## src/verilog/mem_bus_pkg.sv

```systemverilog
// ******************
// memory bus package
// widths and vector types shared by every memory port
// ******************
`default_nettype none

package mem_bus_pkg;

  // byte address width
  localparam int ADDR_WIDTH = 32;
  // data word width
  localparam int WORD_WIDTH = 32;
  // one enable bit per byte lane
  localparam int BYTE_EN_WIDTH = WORD_WIDTH / 8;

  // full byte address, word aligned in practice
  typedef logic [ADDR_WIDTH-1:0] addr_t;
  // one data word
  typedef logic [WORD_WIDTH-1:0] word_t;
  // bit n selects byte lane n
  typedef logic [BYTE_EN_WIDTH-1:0] byte_en_t;

endpackage

`default_nettype wire

```

## src/verilog/mem_ctrl_pkg.sv

```systemverilog
// ******************
// memory control package
// arbiter FSM state encoding
// ******************
`default_nettype none

package mem_ctrl_pkg;

  // arbiter states
  // idle, data owns the RAM, instruction owns the RAM,
  // instruction access started and held until done
  typedef enum logic [1:0] {
    ARB_IDLE       = 2'd0,
    ARB_DATA_REQ   = 2'd1,
    ARB_INSTR_REQ  = 2'd2,
    ARB_INSTR_WAIT = 2'd3
  } arb_state_t;

endpackage

`default_nettype wire

```

## src/verilog/memory_arbiter.sv

```systemverilog
// ******************
// memory arbiter
// grants the single-port RAM to the data or instruction
// client, data first, and aligns store data to byte lanes
// ******************
`timescale 1ns/1ps
`default_nettype none

module memory_arbiter (
  input  logic                  CLK,
  input  logic                  nRST,

  // data client request
  input  logic                  i_d_ren,
  input  logic                  i_d_wen,
  input  mem_bus_pkg::addr_t    i_d_addr,
  input  mem_bus_pkg::word_t    i_d_wdata,
  input  mem_bus_pkg::byte_en_t i_d_byte_en,
  // data client response
  output logic                  o_d_busy,
  output mem_bus_pkg::word_t    o_d_rdata,

  // instruction client request, read only
  input  logic                  i_i_ren,
  input  mem_bus_pkg::addr_t    i_i_addr,
  // instruction client response
  output logic                  o_i_busy,
  output mem_bus_pkg::word_t    o_i_rdata,

  // request toward the RAM
  output logic                  o_ram_ren,
  output logic                  o_ram_wen,
  output mem_bus_pkg::addr_t    o_ram_addr,
  output mem_bus_pkg::word_t    o_ram_wdata,
  output mem_bus_pkg::byte_en_t o_ram_byte_en,
  // response from the RAM
  input  logic                  i_ram_busy,
  input  mem_bus_pkg::word_t    i_ram_rdata
);

  mem_ctrl_pkg::arb_state_t state;
  mem_ctrl_pkg::arb_state_t next_state;

  // data client wants the bus
  logic d_req;
  // store data moved onto the enabled lanes
  mem_bus_pkg::word_t aligned_wdata;

  assign d_req = i_d_ren | i_d_wen;

  // state register
  always_ff @(posedge CLK, negedge nRST) begin
    if (!nRST) begin
      state <= mem_ctrl_pkg::ARB_IDLE;
    end else begin
      state <= next_state;
    end
  end

  // next state
  always_comb begin
    next_state = state;
    case (state)
      mem_ctrl_pkg::ARB_IDLE: begin
        // data wins a tie
        if (d_req) begin
          next_state = mem_ctrl_pkg::ARB_DATA_REQ;
        end else if (i_i_ren) begin
          next_state = mem_ctrl_pkg::ARB_INSTR_REQ;
        end
      end

      mem_ctrl_pkg::ARB_DATA_REQ: begin
        // hold until the RAM completes
        if (!i_ram_busy) begin
          next_state = mem_ctrl_pkg::ARB_IDLE;
        end
      end

      mem_ctrl_pkg::ARB_INSTR_REQ: begin
        // access now started, lock it in
        if (!i_ram_busy) begin
          next_state = mem_ctrl_pkg::ARB_IDLE;
        end else begin
          next_state = mem_ctrl_pkg::ARB_INSTR_WAIT;
        end
      end

      mem_ctrl_pkg::ARB_INSTR_WAIT: begin
        // a pending data request waits for this to finish
        if (!i_ram_busy) begin
          next_state = mem_ctrl_pkg::ARB_IDLE;
        end
      end

      default: begin
        next_state = mem_ctrl_pkg::ARB_IDLE;
      end
    endcase
  end

  // store lane alignment from the byte enable
  always_comb begin
    case (i_d_byte_en)
      4'h1, 4'h3, 4'hF: aligned_wdata = i_d_wdata;
      4'h2:             aligned_wdata = i_d_wdata << 8;
      4'h4, 4'hC:       aligned_wdata = i_d_wdata << 16;
      4'h8:             aligned_wdata = i_d_wdata << 24;
      default:          aligned_wdata = i_d_wdata;
    endcase
  end

  // request routing and busy return
  always_comb begin
    // no owner, nothing forwarded
    o_ram_ren     = 1'b0;
    o_ram_wen     = 1'b0;
    o_ram_addr    = '0;
    o_ram_wdata   = aligned_wdata;
    o_ram_byte_en = '0;
    o_d_busy      = 1'b1;
    o_i_busy      = 1'b1;

    case (state)
      mem_ctrl_pkg::ARB_DATA_REQ: begin
        o_ram_ren     = i_d_ren;
        o_ram_wen     = i_d_wen;
        o_ram_addr    = i_d_addr;
        o_ram_byte_en = i_d_byte_en;
        o_d_busy      = i_ram_busy;
      end

      mem_ctrl_pkg::ARB_INSTR_REQ,
      mem_ctrl_pkg::ARB_INSTR_WAIT: begin
        // fetch is always a full word
        o_ram_ren     = i_i_ren;
        o_ram_addr    = i_i_addr;
        o_ram_byte_en = '1;
        o_i_busy      = i_ram_busy;
      end

      default: begin
      end
    endcase
  end

  // read data goes to both, busy tells who owns it
  assign o_d_rdata = i_ram_rdata;
  assign o_i_rdata = i_ram_rdata;

endmodule

`default_nettype wire

```

## config.mk

```make
export PLATFORM = sky130hd
export DESIGN_NAME = memory_arbiter
export DESIGN_NICKNAME = d
export VERILOG_FILES = /design/src/verilog/mem_bus_pkg.sv /design/src/verilog/mem_ctrl_pkg.sv /design/src/verilog/memory_arbiter.sv
export SDC_FILE = /design/constraint.sdc
export NUM_CORES = 1
export LEC_CHECK = 0
export ABC_AREA = 1
export BUFFER_PORTS_ARGS = -buffer_cell sky130_fd_sc_hd__buf_2
export CORE_AREA = 4 4 105 107
export DETAILED_ROUTE_END_ITERATION = 10
export DIE_AREA = 0 0 109 111
export MAX_ROUTING_LAYER = met4
export PLACE_DENSITY = 0.5
export SYNTH_ARGS = -nofsm -noshare
export SYNTH_HDL_FRONTEND = slang
export SYNTH_SLANG_ARGS = --single-unit
```

## constraint.sdc

```tcl
create_clock -name CLK -period 3.74 [get_ports CLK]
set_clock_uncertainty 0.15 [all_clocks]
set_input_delay 0.935 -clock CLK [delete_from_list [all_inputs] [get_ports CLK]]
set_output_delay 0.935 -clock CLK [all_outputs]
set_load 0.02 [all_outputs]
```

==> summary by stage, run 1 <==
Clock tree
CTS built an H-tree with a depth of 1. The CTS tree is built. After clock tree synthesis, the clock-pin slew on the worst setup and hold paths is 0.03 ns.

The post-CTS setup buffer count is 0. The CTS sink count is 2. After clock tree synthesis, the flow added hold-fix buffers numbering 0. The maximum clock path buffer count is 2.

Gates resized during post-CTS repair numbered 0. The clock latency on the worst-skew pair is 0.21 ns. Counting the buffers created by CTS gives 3.

The buffer cell driving the clock tree root is sky130_fd_sc_hd__clkbuf_8.

Routing
The number of nets still failing antenna checks after routing is 0. In the final routed layout, each cell accounts on average for 15.6 um. The total length of routed wires is 8340 um.

The residual DRC count is 0. The final route contains 2306 vias. For this run, the detailed router's first-pass iteration total came to 4. Using the TritonRoute via totals, the vias-per-cell ratio works out to 4.33. After the first detailed-routing iteration, the DRC count stood at 148.

Critical path
The critical path in this run is classified as input pin to output port. The worst register-to-register path ends at state[1]. The sort of element at the end of the critical path is an output port. The startpoint of the lowest-slack register-to-register path is state[1]. The top fanout value on the critical path is 8. The required time of the critical path is 2.65 ns. Counting cells, the worst reg-to-reg path comes to 5.

STA puts the critical path data arrival time at 2.27 ns. The worst setup slack for register-to-register paths is 2.23 ns. The type of element launching the critical path is an input pin.

Logic synthesis
Counting every net in the synthesized netlist gives 429. The most area-hungry cell type in the Yosys netlist is sky130_fd_sc_hd__buf_4. Of the synthesized area, sequential elements account for 0.0303. The post-synthesis instance area is 0.00165 mm2.

The post-synthesis sequential element count is 2. The number of instances in the synthesized netlist is 291. In this run, distinct cell masters in the synthesized netlist total 15. Yosys attributes the largest share of cell area to sky130_fd_sc_hd__buf_4 (29%), sky130_fd_sc_hd__a22o_1 (17%), sky130_fd_sc_hd__nand2_1 (15%).

During synthesis, Yosys emitted a total of 0 warnings. The average instance area after synthesis is 5.68 um2. The share of Yosys cell area claimed by the top area cell type is 0.290.

Layout
Summing all flip-flop and latch instances after layout gives 50.0 um2. The layout has 1206 filler cells. The register bank with the most flops is state. The area taken by multi-input logic gates is 940 um2. In the layout the commonest cells are sky130_fd_sc_hd__buf_2 (177), sky130_fd_sc_hd__nand2_1 (67), sky130_fd_sc_hd__nand3_1 (36). The largest registers in the layout are state x2.

The number of diodes added for antenna fixing is 0. After routing the design area is 0.00222 mm2. The register with the most flip-flops in the layout has 2 of them. The fraction of layout instances using a drive strength above 1 is 0.484. The layout overhead on the synthesized area is 34.3%.

For this run, the post-layout net count is 537. The most common cell after layout, fill and taps aside is sky130_fd_sc_hd__buf_2.

Floorplanning
Row generation in the floorplan step produced 37 rows. The region available for standard cell placement spans 0.0101 mm2. The die is 109 um wide.

The I/O pin count is 274. The floorplan step set the die height to 111 um. The area of the die is 0.0121 mm2.

For this configuration, the core starts out at a cell density of 0.163.

Power and ir drop
Power comes to 1.13 mW. Summed over all cells, the static leakage comes to 1.41 nW. The peak ir drop on the vdd network is 0.264 mV.

The power density normalized to cell area is 510 mW/mm2.

Global route
For this run, the total global-route usage over all layers was measured as 0.126. The via count of the first global-routing pass is 2146. The number of antenna violations at the first check in global routing came to 0.

Entering global routing, the biggest net connects 39 pins. The wire length of the first global-routing pass is 11600 um. The final global-route overflow total is 0.

Outcome
The flow ran to the end, and the final reports show no timing, DRC or antenna violations.

Hold path
The worst hold path class is input pin to async pin.

Placement
The placed instance area is 0.00218 mm2. The estimated wirelength of the detail-placed design is 7080 um. At the end of routability-driven placement, the weighted congestion stood at 0.767. The number of port buffers is 177.

Before CTS, the worst setup slack after placement is 0.370 ns.

Timing
The final critical-path share of the clock period is 0.898. Setup repair after global routing left no endpoint under its margin. The final hold violation count is 0. The worst hold slack is 0.355 ns.

The smallest clock period supported by the final layout is computed as 3.36 ns. The tightest slew margin relative to the limit is 0.638. The number of max-slew violations in the final report was 0.

Static timing analysis puts the maximum clock frequency at 0.298 GHz. Setup violations remaining at the end of the flow were counted as 0. The setup TNS is 0 ns.

Once routing completed, OpenROAD measured the worst setup slack at 0.383 ns. The actual slew at the worst max-slew pin is 0.542 ns.

Flow run
The number of maximum-capacitance violations is 0.
[how the worst max path moves through the flow]
stage	endpoint	slack [ns]	cells past startpoint	from
finish	o_ram_wdata[19]	0.38	7	i_d_byte_en[0]
global route	o_ram_wdata[22]	0.20	7	i_d_byte_en[0]
CTS	o_ram_wdata[11]	0.37	8	i_d_byte_en[0]
detailed placement	o_ram_wdata[11]	0.37	8	i_d_byte_en[0]
global placement	o_ram_wdata[18]	0.42	7	i_d_byte_en[0]
floorplan	o_ram_wdata[16]	0.96	6	i_d_byte_en[1]
[cell usage after synthesis]
| cell | n |
|---|---|
| sky130_fd_sc_hd__nand2_1 | 67 |
| sky130_fd_sc_hd__buf_4 | 64 |
| sky130_fd_sc_hd__nand3_1 | 36 |
| sky130_fd_sc_hd__nor2_1 | 33 |
| sky130_fd_sc_hd__a22o_1 | 32 |
| sky130_fd_sc_hd__inv_1 | 21 |
| sky130_fd_sc_hd__buf_2 | 13 |
| sky130_fd_sc_hd__o21ai_0 | 13 |
| sky130_fd_sc_hd__inv_2 | 3 |
| sky130_fd_sc_hd__buf_6 | 2 |
| sky130_fd_sc_hd__dfrtp_1 | 2 |
| sky130_fd_sc_hd__nor2_4 | 2 |
| sky130_fd_sc_hd__inv_4 | 1 |
| sky130_fd_sc_hd__nand2_4 | 1 |
| sky130_fd_sc_hd__o21ai_1 | 1 |
[worst max-delay path: stages]
cell,delay (ns)
sky130_fd_sc_hd__buf_2,0.13
sky130_fd_sc_hd__nor2_1,0.35
sky130_fd_sc_hd__nand2_1,0.33
sky130_fd_sc_hd__o21ai_0,0.26
sky130_fd_sc_hd__inv_1,0.06
sky130_fd_sc_hd__nand2_1,0.06
sky130_fd_sc_hd__buf_2,0.16
[stage by stage]
| stage | instances | util |
|---|---|---|
| global placement | 530 | 0.215 |
| global route | 533 | 0.219 |
| detailed placement | 530 | 0.215 |
| floorplan | 291 | - |
| CTS | 533 | 0.219 |
| finish | 533 | 0.219 |
[power by group]
part	total, mW	switching (mW)	leakage [nW]	internal, mW
sequential	0.0408	0.00976	0.0250	0.0311
clock	0.0840	0.0160	0.0216	0.0680
combinational	1.01	0.674	1.36	0.335
[layout make-up]
type / count / share of cell area
Multi-Input combinational cell: 185 / 0.423
Timing Repair Buffer: 182 / 0.416
Tap cell: 136 / 0.0766
Inverter: 25 / 0.0434
Sequential cell: 2 / 0.0225
Clock buffer: 3 / 0.0186
[cell families (layout without fill, tap and decap cells)]
logic type      count (synthesis)  after routing  share of synthesized area
simple gates                  139            139                      0.356
compound gates                 46             46                      0.212
flops                           2              2                     0.0303
buf+inv                       104            210                      0.402
[per-layer routing]
metal,vias up,wire length [um],global-route usage
met1,1006,3350,0.153
met2,197,3710,0.207
li1,1095,-,-
met4,0,52,0.0177
met3,8,1220,0.0384
met5,-,0,-
No activity file was read; power rests on OpenSTA's default activity.
==> run 2: changes to the inputs <==
- PLACE_DENSITY: 0.5 -> 0.63
- TNS_END_PERCENT: not set -> 50
==> run 2 against run 1 <==
Utilization fell by 0.074 points. Flip-flop and latch count unchanged. Cell count decreased by 0.19%. Critical endpoint is now o_ram_wdata[18].
==> summary by stage, run 2 (synthesis gave the netlist of run 1 again) <==
Outcome
The run finished with clean final reports.

Critical path
In this design, the stage delay of the slowest critical-path cell is 0.23 ns. The arrival time of data at the critical path endpoint is 2.15 ns. Grouping stages by cell kind, the critical path spends the most delay in buffers and inverters.

The class of the most critical setup path is input pin to output port. For this design, the slowest cell found on the critical path is sky130_fd_sc_hd__o21ai_0. The startpoint of the lowest-slack register-to-register path is state[1]. The total buffers and inverters traversed by the critical path is 4. Of all nets on the critical path, the largest fanout is 10. At the worst endpoint, the required time is 2.65 ns. Traced cell by cell, the critical path runs through buf_2, nor2_1, buf_4, nand2_1, o21ai_0, inv_1, nand2_1, buf_2. The type of element launching the critical path is an input pin. The worst setup path startpoint is i_d_byte_en[0]. The worst setup path is captured at an output port.

Layout
More flip-flops sit in one register than any other, and that register is state. The number of antenna diodes in the final layout is 0. The non-filler instance count after layout is 532. The layout overhead on the synthesized area is 33.8%. Leaving out fill and tap cells, the most frequent cell in the layout is sky130_fd_sc_hd__buf_2.

The register with the most flip-flops in the layout has 2 of them. The largest registers in the layout are state x2. The filler cells instantiated in the layout total 1199. Measured on the finished design, the core utilization comes to 0.218. In the layout the commonest cells are sky130_fd_sc_hd__buf_2 (177), sky130_fd_sc_hd__nand2_1 (67), sky130_fd_sc_hd__nand3_1 (36). In the final layout, the share of cells above drive strength 1 is 0.482. The final net count is 536.

Power and ir drop
The power density normalized to cell area is 507 mW/mm2. In this run the static leakage power is 1.41 nW. The peak ir drop on the vdd network is 0.247 mV.

Timing
The number of max-slew violations in the final report came to 0. For the pin with the worst max-slew slack, the measured transition is 0.535 ns. Summed over all failing endpoints, the final setup total negative slack is 0 ns. The worst pin sits at a relative slew slack of 0.643. The minimum clock period is 3.23 ns. The final number of setup-violating endpoints is 0.

The final hold violation count is 0. Of the available clock period, the critical path in the final layout requires 0.864. Static timing analysis puts the maximum clock frequency at 0.309 GHz.

Setup repair after global routing left no endpoint under its margin.

Placement
Counting tap cells, the placed design contains a total of 529 instances. Input and output buffers added on the ports amount to 177. Routability-driven placement finished with a final weighted congestion of 0.811. The estimated wirelength of the detail-placed design is 6690 um.

Routing
The number of nets still failing antenna checks after routing is 0. The first-pass detailed-route iteration total is 4. The residual DRC count is 0. The total length of routed wires is 7950 um.

Dividing the detail-routed wire length by the instance count gives 14.9 um. The via density per instance is 4.22. The number of DRC markers in iteration 0 is 128. Detailed routing inserted a total of 2245 vias.

Clock tree
The post-CTS setup buffer count is 0. The CTS sink count is 2. The clock latency on the worst-skew pair is 0.21 ns.

Buffers inserted during clock tree synthesis total 3. The clock transition at the registers of the reported paths is 0.03 ns. TritonCTS built the clock tree. The tree is rooted in a sky130_fd_sc_hd__clkbuf_8.

The total of cells resized after clock tree synthesis is 0. In this run the number of H-tree levels came out at 1. The maximum clock path buffer count is 2.

The number of hold buffers added after CTS is 0.

Floorplanning
For this design the top-level I/O count stands at 274. The floorplan has 37 rows. The height of the die is 111 um. From left edge to right edge, the die measures 109 um. The core area is 0.0101 mm2. The area of the die is 0.0121 mm2.

The starting density of the core is 0.163.

Global route
The first global-routing pass estimated 11000 um of wire. The global routing usage summed across all routing layers is 0.117. The number of antenna violations at the first check in global routing is 0. The via count of the first global-routing pass is 2129. The final global-route overflow total is 0. The maximum number of pins on one net before global-route repair is 39.

Flow run
The tool flagged a number of max-cap violations equal to 0.

Hold path
The worst hold path class is input pin to async pin.
==> run 2: cell count changes in the layout (fill, tap and decap cells not counted), sizes merged <==
cell  delta
buf      -1
==> run 2: worst reg2reg max path, stage by stage, from the launching register on <==
cell and delay (ns):
sky130_fd_sc_hd__dfrtp_1 0.37, sky130_fd_sc_hd__buf_4 0.25, sky130_fd_sc_hd__nor2_1 0.31, sky130_fd_sc_hd__nand3_1 0.12
sky130_fd_sc_hd__nand3_1 0.10, sky130_fd_sc_hd__nand2_1 0.05
==> run 2: routing by layer <==
layer / track usage / vias to the layer above / wire length (um) / part of all wire
met2: 0.216 / 160 / 3860 / 0.48
li1: - / 1096 / - / -
met1: 0.137 / 985 / 3140 / 0.40
met5: - / - / 0 / 0
met4: 0.0168 / 0 / 31 / 0.0039
met3: 0.0140 / 4 / 921 / 0.12
==> run 2: layout make-up <==
cell class | count | area [um2] | area share
Multi-Input combinational cell | 185 | 940 | 0.425
Timing Repair Buffer | 181 | 916 | 0.414
Tap cell | 136 | 170 | 0.0769
Inverter | 25 | 96.3 | 0.0435
Sequential cell | 2 | 50.0 | 0.0226
Clock buffer | 3 | 41.3 | 0.0187
==> run 2: worst paths after layout <==
path | endpoint | depth (start not counted) | slack (ns)
setup / recovery | o_ram_wdata[18] | 8 | 0.51
setup reg to reg | state[1] | 5 | 2.28
hold reg to reg | state[1] | 2 | 0.44
max in group asynchronous | state[1] | 1 | 2.98
min in group CLK | state[1] | 2 | 0.44
hold / removal | state[0] | 1 | 0.36
==> run 2: through the flow <==
step,setup WS [ns],power [mW],hold WS [ns],instance area (um2)
after floorplan,0.965,0.782,0.387,1650
after global routing,0.310,1.19,0.354,2210
after detailed placement,0.483,1.04,0.429,2170
after CTS,0.469,1.14,0.353,2210
after global placement,0.476,1.05,0.429,2170
final,0.508,1.12,0.359,2210
==> run 2: report_power, final <==
part           internal (mW)  switching, mW  total (mW)
registers             0.0310        0.00951      0.0406
logic                  0.335          0.662       0.997
clock network         0.0680         0.0160      0.0840
==> run 3: changes to the inputs <==
- ABC_AREA: 1 -> 0
- CORE_AREA: 4 4 105 107 -> 4 4 104 106
- DIE_AREA: 0 0 109 111 -> 0 0 108 110
- PLACE_DENSITY: 0.63 -> 0.64
==> run 3 against run 2 <==
Utilization rose by 0.57 points. Non-clock buffer count rose by 3. Synthesized area fell by 3.0%. Critical path type unchanged. Critical endpoint is now o_ram_wdata[31]. Largest power group unchanged.
==> summary by stage, run 3 <==
Critical path
STA classifies the critical path startpoint as an input pin. The critical path runs through a total of 6 cells. The logic depth of the worst register-to-register path is 3. STA classifies the critical path endpoint as an output port. Counting stages on the worst path, the most repeated cell is sky130_fd_sc_hd__buf_2.

The required time of the critical path is 2.65 ns. STA puts the critical path data arrival time at 2.46 ns. Together, buffers and inverters on the worst path number 3. The critical path in this run is classified as input pin to output port. The slowest library cell on the worst path is sky130_fd_sc_hd__nor4b_4. The critical path goes through buf_2, nor4b_4, buf_4, a21o_1, a31oi_1, buf_2. For this run, the slowest stage of the critical path takes 0.37 ns. The cell family contributing the most delay on the critical path is buffers and inverters. The top fanout value on the critical path is 25.

Layout
In the final layout, the registers with the most flip-flops are state x2. At the end of the flow the core is filled with cells to 0.224. The register with the most flip-flops in the layout has 2 of them. Leaving out fill and tap cells, the most frequent cell in the layout is sky130_fd_sc_hd__buf_2. The layout overhead on the synthesized area is 36.4%. The number of diodes added for antenna fixing is 0. The register bank with the most flops is state. The area of all placed cells without fillers is 0.00219 mm2. In the layout the commonest cells are sky130_fd_sc_hd__buf_2 (177), sky130_fd_sc_hd__a22o_1 (42), sky130_fd_sc_hd__and2_1 (9), sky130_fd_sc_hd__a21o_1 (9). The final net count is 458. The layout filler cell count is 1105. The fraction of layout instances using a drive strength above 1 is 0.604.

Logic synthesis
The share of Yosys cell area claimed by the top area cell type is 0.299. Synthesis produced 216 cells. The net count after synthesis is 354. Of all cell types, the one taking the most synthesized area is sky130_fd_sc_hd__buf_4. For this run, the register share of the synthesized area comes to 0.0312.

In the post-synthesis netlist, the biggest area contributors are sky130_fd_sc_hd__buf_4 (30%), sky130_fd_sc_hd__a22o_1 (23%), sky130_fd_sc_hd__a221o_1 (5.0%). After synthesis, the most frequently instantiated cells are sky130_fd_sc_hd__buf_4 (64), sky130_fd_sc_hd__a22o_1 (42), sky130_fd_sc_hd__clkbuf_1 (12), sky130_fd_sc_hd__a21o_1 (9), sky130_fd_sc_hd__and2_1 (9). The number of warnings issued by yosys is 0. Each instance of the synthesized netlist takes up on average 7.43 um2.

Synthesis inferred 2 register bits. The async set-or-reset flop fraction in the synthesized netlist is 1.00. The flip-flop cell with the highest count after synthesis is sky130_fd_sc_hd__dfrtp_1.

The post-synthesis instance area is 0.00161 mm2. Counting flops with a built-in enable in the synthesized netlist gives 0. By instance count, the leading cell after synthesis is sky130_fd_sc_hd__buf_4. The number of distinct standard cells referenced by the synthesized netlist is 27.

Routing
The total length of routed wires is 7400 um. In the routed design, unresolved DRC markers number 0. The first-pass detailed-route iteration total is 5. The number of DRC markers in iteration 0 is 135.

After detailed routing, the average wire length per cell comes to 16.4 um. The detailed router placed 2031 vias in this run. The via density per instance is 4.50. Once detail routing completed, the nets flagged for antenna violations numbered 0.

Timing
For this run, the top clock speed supported by timing is 0.282 GHz. The worst hold slack is 0.361 ns. Adding up every negative setup slack in the final design gives 0 ns. The number of max-slew violations in the final report came to 0. For the pin with the worst max-slew slack, the measured transition is 0.599 ns. Setup repair after global routing left no endpoint under its margin. Dividing the final minimum period by the clock period gives 0.948. The minimum clock period is 3.54 ns. The tightest slew margin relative to the limit is 0.595.

The final number of setup-violating endpoints is 0. The final hold violation count is 0.

Clock tree
The depth of the CTS H-tree is 1. The CTS tree is built. The number of hold buffers added after CTS is 0. Post-CTS repair changed the size of 0 cells. The later pin in the worst-skew pair is clocked with a latency of 0.21 ns. In this run, CTS created clock tree buffers numbering 3. The clock transition at the registers of the reported paths is 0.03 ns. Buffers added to address setup during post-CTS repair amount to 0. The clock drives 2 sinks. The clock passes through at most 2 buffers. The buffer cell driving the clock tree root is sky130_fd_sc_hd__clkbuf_8.

Floorplanning
Measured along the y axis, the die boundary spans 110 um. The core area is 0.00977 mm2. The area of the die is 0.0119 mm2. Pin placement for this block handled 274 I/O pins. After floorplanning, the core was divided into 36 placement rows. The starting density of the core is 0.164. The die is 108 um wide.

Placement
The placer congestion estimate is 0.686. The placed instance area is 0.00215 mm2. The number of port buffers is 177. The HPWL after detailed placement is 6360 um.

Global route
The via count of the first global-routing pass is 1817. The number of antenna violations at the first check in global routing is 0. Entering global routing, the biggest net connects 42 pins.

For this run the aggregate overflow at the end of global routing stands at 0. The first global-routing pass estimated 10100 um of wire. The global routing usage summed across all routing layers is 0.111.

Power and ir drop
VDD sags by at most 0.141 mV. For this design the static power due to leakage is 1.25 nW. In this run the power density over the cells is 248 mW/mm2. The completed layout was analyzed and its total power is 543 uW.

Flow run
The number of maximum-capacitance violations is 0.

Hold path
The worst hold path belongs to the class input pin to async pin.

Outcome
The flow ran to the end, and the final reports show no timing, DRC or antenna violations.
[run 3: final timing paths]
path | from | end | slack [ns]
worst max-delay path | i_d_byte_en[2] | o_ram_wdata[31] | 0.20
max in group asynchronous | nRST | state[0] | 2.98
min in group CLK | state[0] | state[0] | 0.56
worst min register to register | state[0] | state[0] | 0.56
worst max register to register | state[1] | state[1] | 2.32
worst min-delay path | nRST | state[1] | 0.36
[run 3: per-layer routing]
layer / vias up / wire length, um / track usage
met5: - / 0 / -
met4: 0 / 191 / 0.0424
met3: 30 / 609 / 0.0134
met2: 130 / 3730 / 0.190
met1: 928 / 2870 / 0.133
li1: 943 / - / -
[run 3: final cells by class]
class	count	area, um2	area share
clock buffers	3	41.3	0.0189
inverters	4	15.0	0.00686
multi-input cells	125	966	0.441
flip-flops and latches	2	50.0	0.0229
well taps	133	166	0.0760
repair buffers	184	951	0.434
[run 3: kinds of logic (layout without fill, tap and decap cells)]
| logic type | count (synthesis) | in the layout | share of synthesized area |
|---|---|---|---|
| compound gates | 80 | 80 | 0.412 |
| buf+inv | 89 | 191 | 0.369 |
| flops | 2 | 2 | 0.0312 |
| simple gates | 45 | 45 | 0.188 |
[run 3: metrics by stage]
| step | worst slack [ns] | std cells |
|---|---|---|
| after CTS | 0.189 | 451 |
| after floorplan | 0.384 | 216 |
| after global placement | 0.242 | 448 |
| final | 0.196 | 451 |
| after detailed placement | 0.187 | 448 |
| after global routing | 0.0951 | 451 |
[run 3: report_power, final]
group / leakage [nW] / total, mW / internal (mW) / switching [mW]
combinational: 1.21 / 0.431 / 0.172 / 0.259
clock: 0.0216 / 0.0840 / 0.0680 / 0.0161
sequential: 0.0247 / 0.0277 / 0.0240 / 0.00374
total: 1.25 / 0.543 / 0.264 / 0.279
